$ cat config.mk
export PLATFORM = sky130hd
export DESIGN_NAME = tcdm_interleave
export DESIGN_NICKNAME = d
export VERILOG_FILES = /design/src/rtl/tcdm_pkg.sv /design/src/rtl/tcdm_interleave.sv
export SDC_FILE = /design/constraint.sdc
export NUM_CORES = 1
export LEC_CHECK = 0
export BUFFER_PORTS_ARGS = -buffer_cell sky130_fd_sc_hd__clkbuf_2
export CORE_AREA = 2 2 160 162
export DETAILED_ROUTE_END_ITERATION = 10
export DIE_AREA = 0 0 162 164
export PLACE_DENSITY_LB_ADDON = 0.2
export SLEW_MARGIN = 25
export SYNTH_ARGS = -nofsm -noshare
export SYNTH_HDL_FRONTEND = slang
export SYNTH_SLANG_ARGS = --single-unit
$ cat constraint.sdc
create_clock -name clk_i -period 1.4 [get_ports clk_i]
set_clock_uncertainty 0.1 [all_clocks]
set_input_delay 0.28 -clock clk_i [delete_from_list [all_inputs] [get_ports clk_i]]
set_output_delay 0.28 -clock clk_i [all_outputs]
set_load 0.01 [all_outputs]
$ cat src/rtl/tcdm_pkg.sv
// ****************************************
// TCDM shared definitions: memory geometry,
// word types and the per-bank request struct
// ****************************************

package tcdm_pkg;

  // word format
  localparam int unsigned DataWidth = 32;
  localparam int unsigned StrbWidth = DataWidth / 8;

  // one cut is a 1024 x 32 single-port array
  localparam int unsigned CutWords     = 1024;
  localparam int unsigned CutAddrWidth = $clog2(CutWords);

  // a bank stacks its cuts on the upper local address bit
  localparam int unsigned NumCuts       = 2;
  localparam int unsigned BankWords     = NumCuts * CutWords;
  localparam int unsigned BankAddrWidth = $clog2(BankWords);

  // banks are word-interleaved on the low address bits
  localparam int unsigned NumBanks      = 4;
  localparam int unsigned BankSelWidth  = $clog2(NumBanks);
  localparam int unsigned TcdmWords     = NumBanks * BankWords;
  localparam int unsigned TcdmAddrWidth = $clog2(TcdmWords);

  typedef logic [DataWidth-1:0]     data_t;
  typedef logic [StrbWidth-1:0]     strb_t;
  typedef logic [BankAddrWidth-1:0] bank_addr_t;
  typedef logic [TcdmAddrWidth-1:0] tcdm_addr_t;

  // request toward a single bank, as seen after interleaving
  typedef struct packed {
    logic       req;
    logic       we;
    bank_addr_t addr;
    data_t      wdata;
    strb_t      be;
  } bank_req_t;

endpackage
$ cat src/rtl/tcdm_interleave.sv
// ****************************************
// TCDM interleaver: word-interleaved bank
// decode and registered read-data return
// ****************************************

`timescale 1ns/1ps

module tcdm_interleave import tcdm_pkg::*; (
  input  logic                        clk_i,
  input  logic                        rst_ni,
  input  logic                        req_i,
  input  logic                        we_i,
  input  tcdm_addr_t                  addr_i,
  input  data_t                       wdata_i,
  input  strb_t                       be_i,
  output bank_req_t [NumBanks-1:0]    bank_req_o,
  input  data_t     [NumBanks-1:0]    bank_rdata_i,
  output data_t                       rdata_o
);

  logic [BankSelWidth-1:0] bank_sel;
  logic [BankSelWidth-1:0] bank_sel_q;
  bank_addr_t              bank_addr;
  logic [NumBanks-1:0]     bank_en;

  // low bits select the bank, the rest is the local word address
  assign bank_sel  = addr_i[BankSelWidth-1:0];
  assign bank_addr = addr_i[TcdmAddrWidth-1:BankSelWidth];

  always_comb begin
    for (int unsigned b = 0; b < NumBanks; b++) begin
      bank_en[b]          = req_i && (bank_sel == b);
      // write data and strobes fan out to every bank
      bank_req_o[b].req   = bank_en[b];
      bank_req_o[b].we    = we_i;
      bank_req_o[b].addr  = bank_addr;
      bank_req_o[b].wdata = wdata_i;
      bank_req_o[b].be    = be_i;
    end
  end

  // bank of the last read, writes leave it alone
  always_ff @(posedge clk_i or negedge rst_ni) begin
    if (!rst_ni) begin
      bank_sel_q <= '0;
    end else if (req_i && !we_i) begin
      bank_sel_q <= bank_sel;
    end
  end

  // combinational return mux, no extra cycle
  assign rdata_o = bank_rdata_i[bank_sel_q];

  a_bank_onehot: assert property (
    @(posedge clk_i) disable iff (!rst_ni) $onehot0(bank_en)
  ) else $error("tcdm_interleave: more than one bank requested");

  a_addr_known: assert property (
    @(posedge clk_i) disable iff (!rst_ni) req_i |-> !$isunknown(addr_i)
  ) else $error("tcdm_interleave: unknown address during request");

endmodule

Word level (Yosys, flattened, before mapping)

Index checks and enable logic that the tools add are counted.

Register bits: 2
Input port bits: 181
Output and inout port bits: 228
Logic and storage cells: 14

$lt $le $gt $ge: 1
Eq/ne operators: 3
Multiplexer cells: 2
Reduce and logical (&&, ||, !) cells: 7

Operators with widths:

| operator                                                    | count |
|---|---|
| binary-select mux 32 bit (select 2 bit)                     | 1 |
| 2-to-1 mux 32 bit                                           | 1 |
| logical AND 1 bit                                           | 5 |
| equality test 2 bit (second input constant)                 | 2 |
| less-than comparator 2 x 3 -> 1 bit (second input constant) | 1 |
| equality test 2 x 1 -> 1 bit (second input constant)        | 1 |
| zero test 2 bit                                             | 1 |
| zero test 1 bit                                             | 1 |

Depth between registers and ports, before layout

Depth after elaboration: 2
Mapped depth: 3
Mapped depth without buffers: 2

Worst setup path after synthesis

Ideal clock, no wire load.

Kind: flip-flop to output port
Start: register bank_sel_q[0]
End: output port rdata_o[0]
Data arrival time: 1.131 ns
Data required time: 1.020 ns
Path slack: -0.111 ns
Cell stages (with the launch flop): 4
Path buffers: 2
Cells stage by stage: dfrtp_1 buf_6 buf_12 mux4_2

Cells in the longest elaborated chain, start to end: 2

RTL lines:

| element                                 | line                  | text |
|---|---|---|
| start: declaration                      | tcdm_interleave.sv:22 | `logic [BankSelWidth-1:0] bank_sel_q;` |
| start signal: assignment                | tcdm_interleave.sv:47 | `bank_sel_q <= bank_sel;` |
| binary-select mux 32 bit (select 2 bit) | tcdm_interleave.sv:52 | `assign rdata_o = bank_rdata_i[bank_sel_q];` |
| 2-to-1 mux 32 bit (not written as such) | tcdm_interleave.sv:52 |  |
| end: declaration                        | tcdm_interleave.sv:18 | `output data_t rdata_o` |

Every way passes these cells. The select of a mux whose other input is x is not followed.

Worst setup path after layout

Start: register bank_sel_q[0]
End: output port rdata_o[10]

The elaborated chain is that of the path after synthesis.

==> metrics <==
Rel. slew slack 0.875; DRC viols 0; Int Pwr about 1.2 mW; Cell Pwr Density 726 nW/um2; H-tree levels 1; CTS tree built; Root Driver clkbuf_16; share of layout cells above drive strength 1 0.969; max incr delay on CP approximately 530 ps; Vias/cell about 2.5; n_diodes 0; first-pass GRT wire length slightly below 10 mm; DR iter-0 viols 18; HPWL after DPL around 6.7 mm; Final Setup Violations 32; Pins Over Slew Limit 0; clock latency on the worst-skew pair 220 ps; Buf+Inv Stages, Crit Path 3; outcome finished with violations; CP top delay family multiplexers; total CTS buffers 3; syn nets 423; FF+latch count, synth 2; startpoint types flop; main combinational cell family by area after synthesis buffers and inverters; total number of vias approximately 1400; cell at the slowest stage of the critical path mux4_2; slack of the critical path -531 ps; vias in the first global route ~1600; Die X 162 um; largest net degree at the start of global routing 23; combinational power share 0.710; Area Overhead vs Synth 2.00%; CP endpoint kind output pin; drt total wl 7.50 mm; instance count of the mapped netlist roughly 240; Least-Margin Pin Slew 186 ps; fin util 0.0975; Synth Area in Adders 0; Setup Crit Path Kind reg -> out; leak pwr about 1.1 nW; Site Rows 58; Setup TNS -16160 ps; crit-path cells buf_12 -> buf_8 -> mux4_2 -> buf_6; post-route minimum period between 1500 and 2000 ps; Initial Utilization 0.0956; IO buf count approximately 170; max FFs per register 2; Max IR drop VDD ~0.00018 V; Post-Syn Area roughly 2400 um2; RD Place Congestion 0.770; Placed Area around 2200 um2; post-synthesis sequential area ratio 0.0211; total grt overflow 0; Die H 164 um; Layout Nets approximately 410; Cell variety after synth 15; Syn Area/Cell a little under 10 um2; violated checks setup timing; top flop regs bank_sel_q: 2 flops; post-synthesis compound-gate area fraction 0; max-capacitance violation count 0; Critical Path Fanout Max 7; Design Area, Final 2420 um2; Die ar. 26600 um2; Fin. Hold Viols 0; fin crit share 1.38; Longest Clk Path Bufs 2; initial antenna violation count 0; YS warnings 0; clk sink count 2; TritonRoute pass-1 iters 2; core area ~25000 um2; Flop pwr share 0.043; maximum clock rate a little over 500 MHz; Sw Ratio 0.331; placed cells 550; Net Switching about 580 uW; RSZ-0062 raised after global routing yes; Worst Path Required ~1000 ps; Post-Synth XOR/XNOR Area 0; Clk pwr share 0.247; I/O Pins approximately 410; Largest Register bank_sel_q; Place WS -387 ps; Synth Area in Simple Gates 0.0153; mux contribution to synthesized area 0.318; Antenna Nets Post-Route 0; wire per inst ~13 um; total track usage 0.0499; Arrival @ worst endpoint roughly 1600 ps; clk slew on worst S/H paths approximately 30 ps; worst hold path class in -> reg; Final Instance Count excl. Fillers about 560
## cell usage after synthesis
master / n / area (um2)
buf_4: 192 / 1440
nand2_1: 1 / 3.75
mux4_2: 29 / 653
nor3b_1: 1 / 7.51
mux2_2: 2 / 22.5
mux4_1: 3 / 78.8
and3_1: 1 / 6.26
nor2_1: 1 / 3.75
dfrtp_1: 2 / 50.1
and3b_1: 1 / 8.76
buf_12: 3 / 60.1
nor2b_1: 1 / 6.26
clkbuf_1: 1 / 3.75
buf_6: 1 / 11.3
buf_2: 3 / 15.0
## kinds of logic after synthesis
group | count (synthesis)
buffers and inverters | 200
AND/OR/NAND/NOR | 6
multiplexers | 34
flip-flops | 2
## cells in the final DEF, fill, tap and decap left out, drive strengths merged
| cell type | n |
|---|---|
| mux4 | 32 |
| dlygate4sd3 | 1 |
| nor2 | 1 |
| buf | 15 |
| clkbuf | 171 |
| nor2b | 1 |
| nor3b | 1 |
| and3b | 1 |
| nand2 | 1 |
| mux2 | 2 |
| and3 | 1 |
| dfrtp | 2 |
## power by group through the flow
stage / Clock (mW) / Sequential, mW / Combinational (mW)
after floorplan: 0 / 0.0697 / 1.19
after global placement: 0 / 0.0894 / 1.09
after detailed placement: 0 / 0.0896 / 1.11
after CTS: 0.447 / 0.0874 / 1.15
after global routing: 0.454 / 0.0773 / 1.36
final: 0.434 / 0.0763 / 1.25
## layer usage
layer / track usage / vias up / wire length, um
met4: 0.0290 / 0 / 251
li1: - / 603 / -
met3: 0.0288 / 28 / 1240
met2: 0.0986 / 144 / 3920
met5: 0 / - / 0
met1: 0.0360 / 622 / 2080
## cell type report
class / count / area, um2
Timing Repair Buffer: 184 / 1100
Sequential cell: 2 / 52.6
Multi-Input combinational cell: 40 / 779
Fill cell: 2917 / 22400
Tap cell: 330 / 413
Clock buffer: 3 / 75.1
## worst paths after layout
path	start	end	slack (ps)	depth (start not counted)
worst max-delay path	bank_sel_q[0]	rdata_o[10]	-530	4
worst min-delay path	addr_i[1]	bank_sel_q[1]	270	2
worst max register to register	bank_sel_q[0]	bank_sel_q[0]	160	3
max in group asynchronous	rst_ni	bank_sel_q[0]	770	2
worst min register to register	bank_sel_q[1]	bank_sel_q[1]	710	2
min in group asynchronous	rst_ni	bank_sel_q[1]	300	2
## metrics by stage
step                      hold WS (ps)  power, mW
after CTS                          260       1.68
after global placement          -0.532       1.18
final                              268       1.76
after global routing               289       1.89
after detailed placement         -2.08       1.20
after floorplan                   -116       1.26
## repair_timing
item                       CTS  global route
hold buffers                 1             0
setup endpoints to repair   32            32
hold endpoints to repair     2             0
buffers inserted             2             1
cloned                       0             2
gates resized for setup      5            20
Power figures use the tool's default switching activity.
